**config.mk**
```make
export PLATFORM = sky130hd
export DESIGN_NAME = cache_ctrl
export DESIGN_NICKNAME = d
export VERILOG_FILES = /design/src/common/cache_pkg.sv /design/src/common/mem_pkg.sv /design/src/hw/cache_ctrl.sv
export VERILOG_INCLUDE_DIRS = /design/src /design/src/common
export SDC_FILE = /design/constraint.sdc
export NUM_CORES = 1
export LEC_CHECK = 0
export ABC_AREA = 1
export CORE_ASPECT_RATIO = 2
export CORE_UTILIZATION = 40
export CTS_BUF_LIST = sky130_fd_sc_hd__clkbuf_16
export DETAILED_ROUTE_END_ITERATION = 16
export DONT_BUFFER_PORTS = 1
export PLACE_DENSITY = 0.63
export SLEW_MARGIN = 20
export SYNTH_ARGS = -nofsm -noshare
export SYNTH_HDL_FRONTEND = slang
export SYNTH_SLANG_ARGS = --single-unit
```
**constraint.sdc**
```tcl
create_clock -name clk -period 3 [get_ports clk]
set_clock_uncertainty 0.1 [all_clocks]
set_input_delay 0.6 -clock clk [delete_from_list [all_inputs] [get_ports clk]]
set_output_delay 0.6 -clock clk [all_outputs]
set_load 0.01 [all_outputs]
```
**src/common/mem_sys_consts.svh**
```systemverilog
// widths, line geometry, bank count and memory latency of the memory system
`ifndef MEM_SYS_CONSTS_SVH
`define MEM_SYS_CONSTS_SVH

// data and byte address widths
`define DATA_W 16
`define ADDR_W 16

// address split: tag, index, word within line, byte bit
`define TAG_W 5
`define INDEX_W 8
`define WORD_SEL_W 2
`define LINE_WORDS 4

// word address into main memory
`define MEM_ADDR_W (`ADDR_W - 1)

// interleaved banks
`define BANKS 4

// cycles from command to read data or to bank free
`define MEM_LAT 4

`endif

```
**src/common/cache_pkg.sv**
```systemverilog
// controller state and cache-store operation types
package cache_pkg;

   // controller sequencing states
   typedef enum logic [3:0] {
      IDLE,
      COMPARE,
      WB_ISSUE,
      WB_DRAIN,
      FILL_ISSUE,
      FILL_WAIT,
      INSTALL,
      RESPOND,
      RELEASE
   } ctrl_state_e;

   // single-cycle update commands to the cache arrays
   typedef enum logic [1:0] {
      CACHE_NONE,
      CACHE_FILL_WORD,
      CACHE_INSTALL,
      CACHE_WRITE_WORD
   } cache_op_e;

endpackage

```
**src/common/mem_pkg.sv**
```systemverilog
// main memory command opcode type
package mem_pkg;

   // one command per cycle, the bank comes from the word address
   typedef enum logic [1:0] {
      MEM_NOP,
      MEM_RD,
      MEM_WR
   } mem_op_e;

endpackage

```
**src/hw/cache_ctrl.sv**
```systemverilog
// cache controller FSM for lookup, write-back, fill, install and client handshake
`timescale 1ns/100ps

`include "mem_sys_consts.svh"

module cache_ctrl (
   input  logic                     clk,
   input  logic                     arst_n,
   // client side
   input  logic                     req,
   input  logic                     rd,
   input  logic                     wr,
   input  logic [`ADDR_W-1:0]       addr,
   input  logic [`DATA_W-1:0]       wdata,
   output logic                     ack,
   output logic [`DATA_W-1:0]       rdata,
   output logic                     hit_out,
   output logic                     err,
   // cache store side
   output logic [`INDEX_W-1:0]      index,
   output logic [`TAG_W-1:0]        tag_sel,
   output logic [`WORD_SEL_W-1:0]   word_sel,
   output cache_pkg::cache_op_e     op,
   output logic [`DATA_W-1:0]       fill_data,
   input  logic                     hit,
   input  logic                     valid,
   input  logic                     dirty,
   input  logic [`TAG_W-1:0]        tag_out,
   input  logic [`DATA_W-1:0]       cache_rdata,
   // memory side
   output mem_pkg::mem_op_e         cmd,
   output logic [`MEM_ADDR_W-1:0]   mem_addr,
   output logic [`DATA_W-1:0]       mem_wdata,
   input  logic [`DATA_W-1:0]       rd_data,
   input  logic                     rdata_valid,
   input  logic [`BANKS-1:0]        busy
);

   cache_pkg::ctrl_state_e    state;
   cache_pkg::ctrl_state_e    next_state;

   logic                      rd_q;
   logic                      wr_q;
   logic [`ADDR_W-1:0]        addr_q;
   logic [`DATA_W-1:0]        wdata_q;
   logic [`WORD_SEL_W-1:0]    req_word;
   logic [`WORD_SEL_W-1:0]    issue_cnt;
   logic [`WORD_SEL_W-1:0]    ret_cnt;
   logic                      inst_phase;
   logic [2:0]                rd_inflight;
   logic                      err_cond;
   logic                      issue_ok;
   logic                      last_ret;

   // address fields of the latched request
   assign tag_sel  = addr_q[`ADDR_W-1 -: `TAG_W];
   assign index    = addr_q[`WORD_SEL_W+1 +: `INDEX_W];
   assign req_word = addr_q[1 +: `WORD_SEL_W];

   // both strobes or an odd byte address
   assign err_cond = (rd_q & wr_q) | addr_q[0];

   // line word n lives in bank n
   assign issue_ok = !busy[issue_cnt];
   assign last_ret = rdata_valid && (ret_cnt == '1);

   // memory returns go straight into the line, victim words straight out
   assign fill_data = rd_data;
   assign mem_wdata = cache_rdata;

   always_comb begin
      next_state = state;
      op         = cache_pkg::CACHE_NONE;
      cmd        = mem_pkg::MEM_NOP;
      mem_addr   = {tag_sel, index, issue_cnt};
      word_sel   = req_word;
      case (state)
         cache_pkg::IDLE: begin
            if (req) begin
               next_state = cache_pkg::COMPARE;
            end
         end
         cache_pkg::COMPARE: begin
            if (err_cond) begin
               next_state = cache_pkg::RESPOND;
            end else if (hit) begin
               if (wr_q) begin
                  op = cache_pkg::CACHE_WRITE_WORD;
               end
               next_state = cache_pkg::RESPOND;
            end else if (valid && dirty) begin
               next_state = cache_pkg::WB_ISSUE;
            end else begin
               next_state = cache_pkg::FILL_ISSUE;
            end
         end
         cache_pkg::WB_ISSUE: begin
            // victim address comes from the stored tag
            word_sel = issue_cnt;
            mem_addr = {tag_out, index, issue_cnt};
            if (issue_ok) begin
               cmd = mem_pkg::MEM_WR;
               if (issue_cnt == '1) begin
                  next_state = cache_pkg::WB_DRAIN;
               end
            end
         end
         cache_pkg::WB_DRAIN: begin
            if (busy == '0) begin
               next_state = cache_pkg::FILL_ISSUE;
            end
         end
         cache_pkg::FILL_ISSUE: begin
            // early returns possible if a bank held up an issue
            word_sel = ret_cnt;
            if (rdata_valid) begin
               op = cache_pkg::CACHE_FILL_WORD;
            end
            if (issue_ok) begin
               cmd = mem_pkg::MEM_RD;
               if (issue_cnt == '1) begin
                  next_state = cache_pkg::FILL_WAIT;
               end
            end
         end
         cache_pkg::FILL_WAIT: begin
            word_sel = ret_cnt;
            if (rdata_valid) begin
               op = cache_pkg::CACHE_FILL_WORD;
            end
            if (last_ret) begin
               next_state = cache_pkg::INSTALL;
            end
         end
         cache_pkg::INSTALL: begin
            // a write miss takes a second cycle for the client word
            if (inst_phase) begin
               op         = cache_pkg::CACHE_WRITE_WORD;
               next_state = cache_pkg::RESPOND;
            end else begin
               op = cache_pkg::CACHE_INSTALL;
               if (!wr_q) begin
                  next_state = cache_pkg::RESPOND;
               end
            end
         end
         cache_pkg::RESPOND: begin
            if (!req) begin
               next_state = cache_pkg::RELEASE;
            end
         end
         cache_pkg::RELEASE: begin
            next_state = cache_pkg::IDLE;
         end
         default: begin
            next_state = cache_pkg::IDLE;
         end
      endcase
   end

   always_ff @(posedge clk or negedge arst_n) begin
      if (!arst_n) begin
         state       <= cache_pkg::IDLE;
         ack         <= 1'b0;
         hit_out     <= 1'b0;
         err         <= 1'b0;
         issue_cnt   <= '0;
         ret_cnt     <= '0;
         inst_phase  <= 1'b0;
         rd_inflight <= '0;
      end else begin
         state <= next_state;
         ack   <= (next_state == cache_pkg::RESPOND);
         // both counters wrap after four words
         if (cmd != mem_pkg::MEM_NOP) begin
            issue_cnt <= issue_cnt + 1'b1;
         end
         if (rdata_valid) begin
            ret_cnt <= ret_cnt + 1'b1;
         end
         case ({cmd == mem_pkg::MEM_RD, rdata_valid})
            2'b10:   rd_inflight <= rd_inflight + 1'b1;
            2'b01:   rd_inflight <= rd_inflight - 1'b1;
            default: rd_inflight <= rd_inflight;
         endcase
         if (state == cache_pkg::INSTALL) begin
            inst_phase <= !inst_phase && wr_q;
         end
         if (state == cache_pkg::COMPARE) begin
            hit_out <= hit && !err_cond;
            err     <= err_cond;
         end
      end
   end

   // request latch and response data
   always_ff @(posedge clk) begin
      if (state == cache_pkg::IDLE && req) begin
         rd_q    <= rd;
         wr_q    <= wr;
         addr_q  <= addr;
         wdata_q <= wdata;
      end
      if (state == cache_pkg::COMPARE) begin
         if (err_cond) begin
            rdata <= '0;
         end else if (wr_q) begin
            rdata <= wdata_q;
         end else begin
            rdata <= cache_rdata;
         end
      end
      if (state == cache_pkg::INSTALL && next_state == cache_pkg::RESPOND) begin
         rdata <= wr_q ? wdata_q : cache_rdata;
      end
   end

   // ack and the response stay put until the client lets go of req
   a_ack_held: assert property (
      @(posedge clk) disable iff (!arst_n)
      ack && req |=> ack && $stable(rdata) && $stable(hit_out) && $stable(err)
   );

   // one read per bank at most
   a_reads_in_flight: assert property (
      @(posedge clk) disable iff (!arst_n)
      rd_inflight <= 3'd4
   );

endmodule

```
# [Word level (Yosys, flattened, before mapping)]
# Index checks and enable logic that the tools add are counted.
[word_totals] regBits=62 latchBits=0 ramBits=0 mem_bits_ro=0 in_bits=82 elab_cells=71 n_memories=0
[classes] n_addsub=2 n_mul=0 div_mod_pow=0 order_cmp=1 n_eq_ne=10 shifts=0 mux=31 bitwise_logic=2 n_reduce_logical=13
[ops] op="$mux W16" n=4
[ops] op="$mux W4" n=10
[ops] op="$pmux W4 S8" n=1
[ops] op="$eq A4 B3 Y1 const B" n=5
[ops] op="$mux W15" n=1
[ops] op="$mux W3" n=3
[ops] op="$eq A4 B2 Y1 const B" n=2
[ops] op="$logic_not A4 Y1" n=2
[ops] op="$mux W2" n=4
[ops] op="$pmux W2 S2" n=2
[ops] op="$logic_and A1 B1 Y1" n=6
[ops] op="$pmux W2 S3" n=1
[ops] op="$add A2 B1 Y2 const B" n=2
[ops] op="$eq A2 B2 Y1 const B" n=2
[ops] op="$eq A4 B1 Y1 const B" n=1
[ops] op="$mux W1" n=4
[ops] op="$reduce_bool A2 Y1" n=2
[ops] op="$lt A2 B3 Y1 const B" n=1
[ops] op="$bmux W1 S2" n=1
[ops] op="$logic_not A1 Y1" n=2
[ops] op="$reduce_or A2 Y1" n=1
[ops] op="$and A1 B1 Y1" n=1
[ops] op="$or A1 B1 Y1" n=1

# [Depth between registers and ports, before layout]
# Gate-level depths: netlist of the first run.
[depth] ltp_word=8 depth_mapped=9

# [Least setup slack after synthesis of the first run]
# No wires, ideal clock.
[synth_path] path_kind="register to register" start="reg state[3]" end="reg rdata[0], enable pin" setup_ps=411 arrival_time_ps=1886 slack_ps=603 path_stages_with_launch=4 synth_period_minus_slack_ps=2397 cell_sequence="dfrtp_1 -> nor2_4 -> nand2_2 -> o21ai_0"
[synth_between] elab_chain_len=6
[synth_rtl] element="from (decl)" line_no="cache_ctrl.sv:39" text="cache_pkg::ctrl_state_e state;"
[synth_rtl] element="from (signal assigned)" line_no="cache_ctrl.sv:163" text="state <= cache_pkg::IDLE;"
[synth_rtl] element="from (signal assigned)" line_no="cache_ctrl.sv:172" text="state <= next_state;"
[synth_rtl] element="$mux W4, on equally long branches" line_no="cache_ctrl.sv:142, cache_ctrl.sv:103, cache_ctrl.sv:121"
[synth_rtl] element="$mux W4, on equally long branches" line_no="cache_ctrl.sv:137, cache_ctrl.sv:101, cache_ctrl.sv:119"
[synth_rtl] element="$pmux W4 S8" line_no="cache_ctrl.sv:77" text="case (state)"
[synth_rtl] element="$eq A4 B3 Y1" line_no="cache_ctrl.sv:213" text="if (state == cache_pkg::INSTALL && next_state == cache_pkg::RESPOND) begin"
[synth_rtl] element="$logic_and A1 B1 Y1" line_no="cache_ctrl.sv:213"
[synth_rtl] element="$reduce_bool A2 Y1 (no source line) (*)"
[synth_rtl] element="to (signal assigned)" line_no="cache_ctrl.sv:208" text="rdata <= wdata_q;"
[synth_rtl] element="to (signal assigned)" line_no="cache_ctrl.sv:210" text="rdata <= cache_rdata;"
[synth_rtl] element="to (signal assigned)" line_no="cache_ctrl.sv:214" text="rdata <= wr_q ? wdata_q : cache_rdata;"
[synth_rtl] element="to (decl)" line_no="cache_ctrl.sv:16" text="output logic [`DATA_W-1:0] rdata,"
# Every way passes the cells marked *; elsewhere a longest branch is shown, timed or not.
# A chain may end at the register's enable or synchronous reset.

# [Worst setup path after layout of the first run]
[layout_path] start="reg state[3]" end="out mem_addr[14]"
[layout_between] elab_chain_len=2
[layout_rtl] element="$eq A4 B2 Y1" line_no="cache_ctrl.sv:77"
[layout_rtl] element="$mux W15" line_no="cache_ctrl.sv:77"
[layout_rtl] element="to (decl)" line_no="cache_ctrl.sv:32" text="output logic [`MEM_ADDR_W-1:0] mem_addr,"
# No other way between the ends.

==> flow_summary_export.csv, run 1 <==
group,metric,value,unit
floorplanning,fp.dieH,126,µm
route,vias,1551,
critical_path,crit_required,2.30,ns
yosys,synth_top_family_by_area,"buffers and inverters",
clocking,post_cts_resize_count,0,
global_route,grt_pass1_vias,1683,
route,ant_nets,0,
place,io_buffers,0,
clocking,clock_path_buffers,2,
critical_path,cp_slowest_cell,"dfrtp_1",
final_layout,fin_nets,301,
critical_path,crit_buf_inv,0,
timing,fin_tns_setup,0,ns
floorplanning,rows,44,
global_route,grt_pass1_wl,8640,µm
floorplanning,pin_count,167,
floorplanning,start_util,41.7,%
clocking,clkSlewWorstSetupHoldPaths,0.05,ns
critical_path,start_kind,"flip-flop",
clocking,ctsHtreeMaxLevel,3,
timing,setup_viol,0,
yosys,syn-instance-count,260,
route,highest_layer,"met4",
final_layout,drive_gt1_share,19.8,%
critical_path,r2r_slack,1.07,ns
critical_path,worstSetupPathType,"flip-flop to output pin",
timing,fin_crit_sh,79.6,%
clocking,clock_latency,0.32,ns
floorplanning,dieArea,8010,µm²
place,gp_congestion,0.820,
clocking,post-cts-setup-buffers,0,
route,initialDrtViolationCount,68,
yosys,syn-cell-area,3050,µm²
floorplanning,core_area,7320,µm²
yosys,ys_seq_area_share,59.0,%
yosys,synth_compound_area_share,2.42,%
route,first_pass_iters,4,
yosys,synth.avg_cell_area,11.7,µm²
global_route,grt_max_degree,28,
global_route,grt-ovfl-total,0,
final_layout,area_delta_synth_final,-1.11,%
timing,layout_min_cycle_time,2.39,ns
clocking,holdBufCountCts,1,
worst_hold_path,hp-class,"input pin to flip-flop",
clocking,cts_sinks,62,
timing,hold_viol,0,
critical_path,setup.worst_path.end_class,"output pin",
critical_path,arrival,1.69,ns
route,wl_met1,1820,µm
global_route,grt_usage,14.9,%
timing,slew_viol_final,0,
timing,slew_headroom,44.3,%
timing,max_slew.worst_pin.slew,0.835,ns
power_and_ir_drop,p_leak,1.20,nW
clocking,root_buffer,"clkbuf_16",
yosys,synth_xor_area_share,0.574,%
route,finalWirelength,5430,µm
critical_path,cp_max_fo,11,
clocking,cts_buffers,9,
final_layout,final_util,41.2,%
yosys,ys_ff_latch,62,
timing,rsz0062_at_grt,"false",
yosys,synth_simple_gate_area_share,13.8,%
timing,max_freq,419,MHz
outcome,status,"finished clean",
yosys,syn_nets,344,
run,maxCapViolCount,0,
floorplanning,die_x,63.8,µm
route,wl_met2,3070,µm
final_layout,antenna_cells,0,
route,drc_errors,0,
yosys,synth.distinct_cells,25,
power_and_ir_drop,powerDensity,1030,nW/µm²
global_route,antenna_found_initial,0,
place,dp_hpwl,4150,µm
critical_path,crit_chain,"nor2_1, nand2_1, mux2_2",
power_and_ir_drop,power,0.00311,W
clocking,cts_tree,"yes",
critical_path,crit_family,"simple AND/OR/NAND/NOR gates",
yosys,yosysWarningCount,0,
route,wl_per_cell,17.3,µm
route,vias_per_cell,4.94,
critical_path,cp_slowest_stage_delay,0.41,ns
yosys,synth.area.mux_share,7.09,%
route,dr_wl_met3,327,µm
power_and_ir_drop,vdd_drop_max,0.000602,V
yosys,synth_adder_area_share,0.820,%
==> area by class of cell <==
type / count / area [µm²]
Timing Repair Buffer: 3 / 25.0
Clock inverter: 7 / 33.8
Sequential cell: 62 / 1800
Multi-Input combinational cell: 125 / 758
Clock buffer: 9 / 225
Inverter: 16 / 60.1
Fill cell: 690 / 4300
Tap cell: 92 / 115
==> logic make-up after synthesis <==
group                    count (synthesis)
AO/OA/AOI/OAI                           10
XOR/XNOR                                 2
adder cells (fa/ha/maj)                  2
buffers and inverters                   73
flip-flops                              62
multiplexers                            21
AND/OR/NAND/NOR                         90
==> sequential cells by signal, summed over array words and instances, names as in the netlist, 2 cells and up <==
| signal | cells |
|---|---|
| addr_q | 16 |
| rdata | 16 |
| ret_cnt | 2 |
| issue_cnt | 2 |
| wdata_q | 16 |
| state | 4 |
==> metrics by stage <==
stage	cells	hold WS, ns	worst slack, ns	area (µm²)
finish	314	0.254	0.612	3020
floorplan	260	0.204	0.603	3050
global placement	297	0.205	0.952	2750
detailed placement	297	0.205	0.929	2750
global route	314	0.254	0.486	3020
CTS	314	0.243	0.580	3020
==> Yosys cell counts <==
cell	number	share of area (%)
buf_4	53	13
edfxtp_1	50	49
nand2_1	32	3.9
nor2_1	26	3.2
mux2i_1	16	5.2
dfrtp_1	12	9.8
inv_1	12	1.5
nand3_1	12	2.0
nor2_2	11	2.3
mux2_2	5	1.8
nand2_2	4	0.82
nor2_4	4	1.5
buf_6	3	1.1
inv_2	3	0.37
o21ai_0	3	0.49
a21oi_1	2	0.33
ha_1	2	0.82
o211ai_1	2	0.49
xor2_1	2	0.57
a21oi_4	1	0.53
a22o_1	1	0.29
buf_2	1	0.16
clkinv_1	1	0.12
nor3_1	1	0.16
o221ai_1	1	0.29
==> cells in the final DEF (no fill, tap or decap) <==
| master | instances |
|---|---|
| a21oi_1 | 2 |
| nand3_1 | 12 |
| clkinv_2 | 3 |
| dfrtp_1 | 12 |
| clkbuf_16 | 9 |
| a22o_1 | 1 |
| nor2_2 | 11 |
| o221ai_1 | 1 |
| nor2_4 | 4 |
| nor3_1 | 1 |
| o21ai_0 | 2 |
| dlygate4sd3_1 | 1 |
| edfxtp_1 | 50 |
| o211ai_1 | 2 |
| ha_1 | 2 |
| inv_2 | 3 |
| mux2i_1 | 16 |
| clkinvlp_4 | 1 |
| xor2_1 | 2 |
| nand2_2 | 4 |
| buf_4 | 2 |
| clkinv_1 | 2 |
| inv_1 | 14 |
| o21ai_2 | 1 |
| nor2_1 | 26 |
| nand2_1 | 32 |
| mux2_2 | 5 |
| a21oi_4 | 1 |
==> routing by layer <==
layer / up-vias / global-route usage [%]
met5: - / 0
met4: 0 / 10.3
met2: 80 / 26.2
met1: 716 / 14.0
met3: 23 / 5.11
li1: 732 / -
==> worst paths after layout <==
check / cells after the start / endpoint / startpoint
setup / recovery: 3 / mem_addr[14] / state[3]
hold / removal: 1 / state[3] / req
setup reg to reg: 4 / wdata_q[9] / state[3]
hold reg to reg: 1 / ret_cnt[0] / ret_cnt[0]
max in group asynchronous: 1 / state[2] / arst_n
min in group asynchronous: 1 / inst_phase / arst_n
==> where the power goes <==
group | switching [W] | leakage, nW | internal (W)
combinational | 0.000541 | 0.455 | 0.000236
clock | 0.000337 | 0.135 | 0.000543
sequential | 0.000211 | 0.607 | 0.00124
total | 0.00109 | 1.20 | 0.00202
(Power assumes the default switching activity.)
==> run 2: changes to the inputs <==
Clock period 3 ns to 2.2 ns, I/O delays scaled along.
==> flow_summary_export.csv, run 2 (synthesis gave the netlist of run 1 again) <==
group,metric,value,unit
outcome,status,"finished clean",
timing,fin_crit_sh,93.9,%
timing,fin_tns_setup,0,ns
run,maxCapViolCount,0,
route,vias,1578,
floorplanning,start_util,41.7,%
timing,slew_viol_final,0,
clocking,ctsHtreeMaxLevel,3,
clocking,cts_buffers,9,
place,placed_cells,300,
route,first_pass_iters,4,
clocking,root_buffer,"clkbuf_16",
final_layout,antenna_cells,0,
power_and_ir_drop,p_int,0.00279,W
worst_hold_path,hp-class,"input pin to flip-flop",
final_layout,reg.largest.list,"addr_q: 16 flops, rdata: 16 flops, wdata_q: 16 flops",
global_route,antenna_found_initial,0,
power_and_ir_drop,pwr-share-comb,26.5,%
final_layout,final_common_cell,"edfxtp_1",
floorplanning,fp.dieH,126,µm
global_route,grt_usage,15.0,%
place,io_buffers,0,
floorplanning,dieArea,8010,µm²
floorplanning,rows,44,
power_and_ir_drop,powerDensity,1400,nW/µm²
timing,slew_headroom,60.6,%
place,gp_congestion,0.826,
timing,fin_ws,0.133,ns
timing,max_slew.worst_pin.slew,0.589,ns
critical_path,worstSetupPathType,"flip-flop to output pin",
clocking,cts_tree,"yes",
critical_path,crit_required,1.66,ns
route,ant_nets,0,
final_layout,final_cells,315,
place,dp_hpwl,4180,µm
route,initialDrtViolationCount,66,
route,finalWirelength,5540,µm
clocking,clock_latency,0.32,ns
power_and_ir_drop,p_seq_share,46.3,%
global_route,grt_pass1_vias,1643,
critical_path,start_kind,"flip-flop",
route,drc_errors,0,
timing,max_freq,484,MHz
clocking,post-cts-setup-buffers,0,
place,dp_slack,0.286,ns
floorplanning,pin_count,167,
route,wl_per_cell,17.6,µm
global_route,grt-ovfl-total,0,
clocking,clkSlewWorstSetupHoldPaths,0.05,ns
power_and_ir_drop,swShare,35.0,%
critical_path,setup.worst_path.end_class,"output pin",
global_route,grt_max_degree,22,
power_and_ir_drop,vdd_drop_max,0.000805,V
timing,hold_viol,0,
power_and_ir_drop,clockPowerShare,27.2,%
critical_path,arrival,1.53,ns
floorplanning,core_area,7320,µm²
final_layout,fin_nets,304,
route,vias_per_cell,5.01,
critical_path,cp_max_fo,5,
timing,rsz0062_at_grt,"false",
timing,layout_min_cycle_time,2.07,ns
clocking,cts_sinks,62,
power_and_ir_drop,p_leak,1.21,nW
timing,setup_viol,0,
final_layout,layout_common_cells,"edfxtp_1 (50), nand2_1 (31), nor2_1 (24)",
final_layout,drive_gt1_share,21.5,%
floorplanning,die_x,63.8,µm
power_and_ir_drop,switching_power,0.00150,W
final_layout,nFillCells,681,
global_route,grt_pass1_wl,8630,µm
final_layout,area_delta_synth_final,0.205,%
clocking,clock_path_buffers,2,
## run 2: cell count changes in the layout (fill, tap and decap cells not counted), moves of 2 or more
cell and change:
clkinv_1 +2, buf_4 +2, nor2_4 +2, nor2_1 -2, clkinv_2 -2
## run 2: timing repair
item | CTS | global route
endpoints found under the hold margin | 12 | 0
resized for setup | 2 | 4
endpoints found under the setup margin | 7 | 2
hold buffers | 1 | 0
pin swaps | 0 | 1
## run 2: layout make-up
class                   instances  area [µm²]  area share [%]
clock buffers                   9         225            7.36
clock inverters                 5        20.0           0.654
inverters                      16        60.1            1.96
multi-input cells             125         776            25.4
flip-flops and latches         62        1800            58.9
well taps                      92         115            3.76
repair buffers                  6        60.1            1.96
## run 2: metal layers
metal | part of all wire, % | vias up | track usage [%]
met5 | 0 | - | 0
met4 | 2.9 | 0 | 9.09
met3 | 6.6 | 12 | 5.84
met2 | 58 | 68 | 27.2
met1 | 32 | 763 | 13.4
li1 | - | 735 | -
## run 2: worst paths after layout
| path | startpoint | endpoint | slack [ns] | depth (start not counted) |
|---|---|---|---|---|
| min in group asynchronous | arst_n | state[3] | 0.47 | 1 |
| worst max register to register | state[3] | addr_q[1] | 0.49 | 4 |
| max in group asynchronous | arst_n | state[0] | 1.12 | 1 |
| worst max-delay path | state[3] | op[0] | 0.13 | 5 |
| worst min register to register | ret_cnt[0] | ret_cnt[0] | 0.41 | 1 |
| worst min-delay path | req | state[3] | 0.11 | 1 |
## run 2: power groups by stage
| stage | combinational, W | clock [W] | sequential (W) |
|---|---|---|---|
| final | 0.00113 | 0.00117 | 0.00199 |
| after global routing | 0.00128 | 0.00124 | 0.00202 |
| after CTS | 0.00115 | 0.00120 | 0.00199 |
| after detailed placement | 0.00113 | 0 | 0.00201 |
| after global placement | 0.00110 | 0 | 0.00199 |
| after floorplan | 0.00103 | 0 | 0.00193 |
## run 2: worst max-delay path: stages, from the launching register on
cell and delay, ns:
dfrtp_1 0.45, nor2_4 0.18, nand2_2 0.13, nor2_4 0.12
nand3_1 0.10, o211ai_1 0.22
## run 2: metrics by stage
| stage | instance area (µm²) | hold WS (ns) | total power (W) | util (%) |
|---|---|---|---|---|
| 3_5_place_dp | 2790 | 0.0447 | 0.00314 | 38.0 |
| 3_3_place_gp | 2790 | 0.0448 | 0.00310 | 38.0 |
| 2_1_floorplan | 3050 | 0.0444 | 0.00295 | - |
| 6_report | 3060 | 0.106 | 0.00429 | 41.8 |
| 4_1_cts | 3050 | 0.0838 | 0.00434 | 41.6 |
| 5_1_grt | 3060 | 0.0927 | 0.00455 | 41.8 |
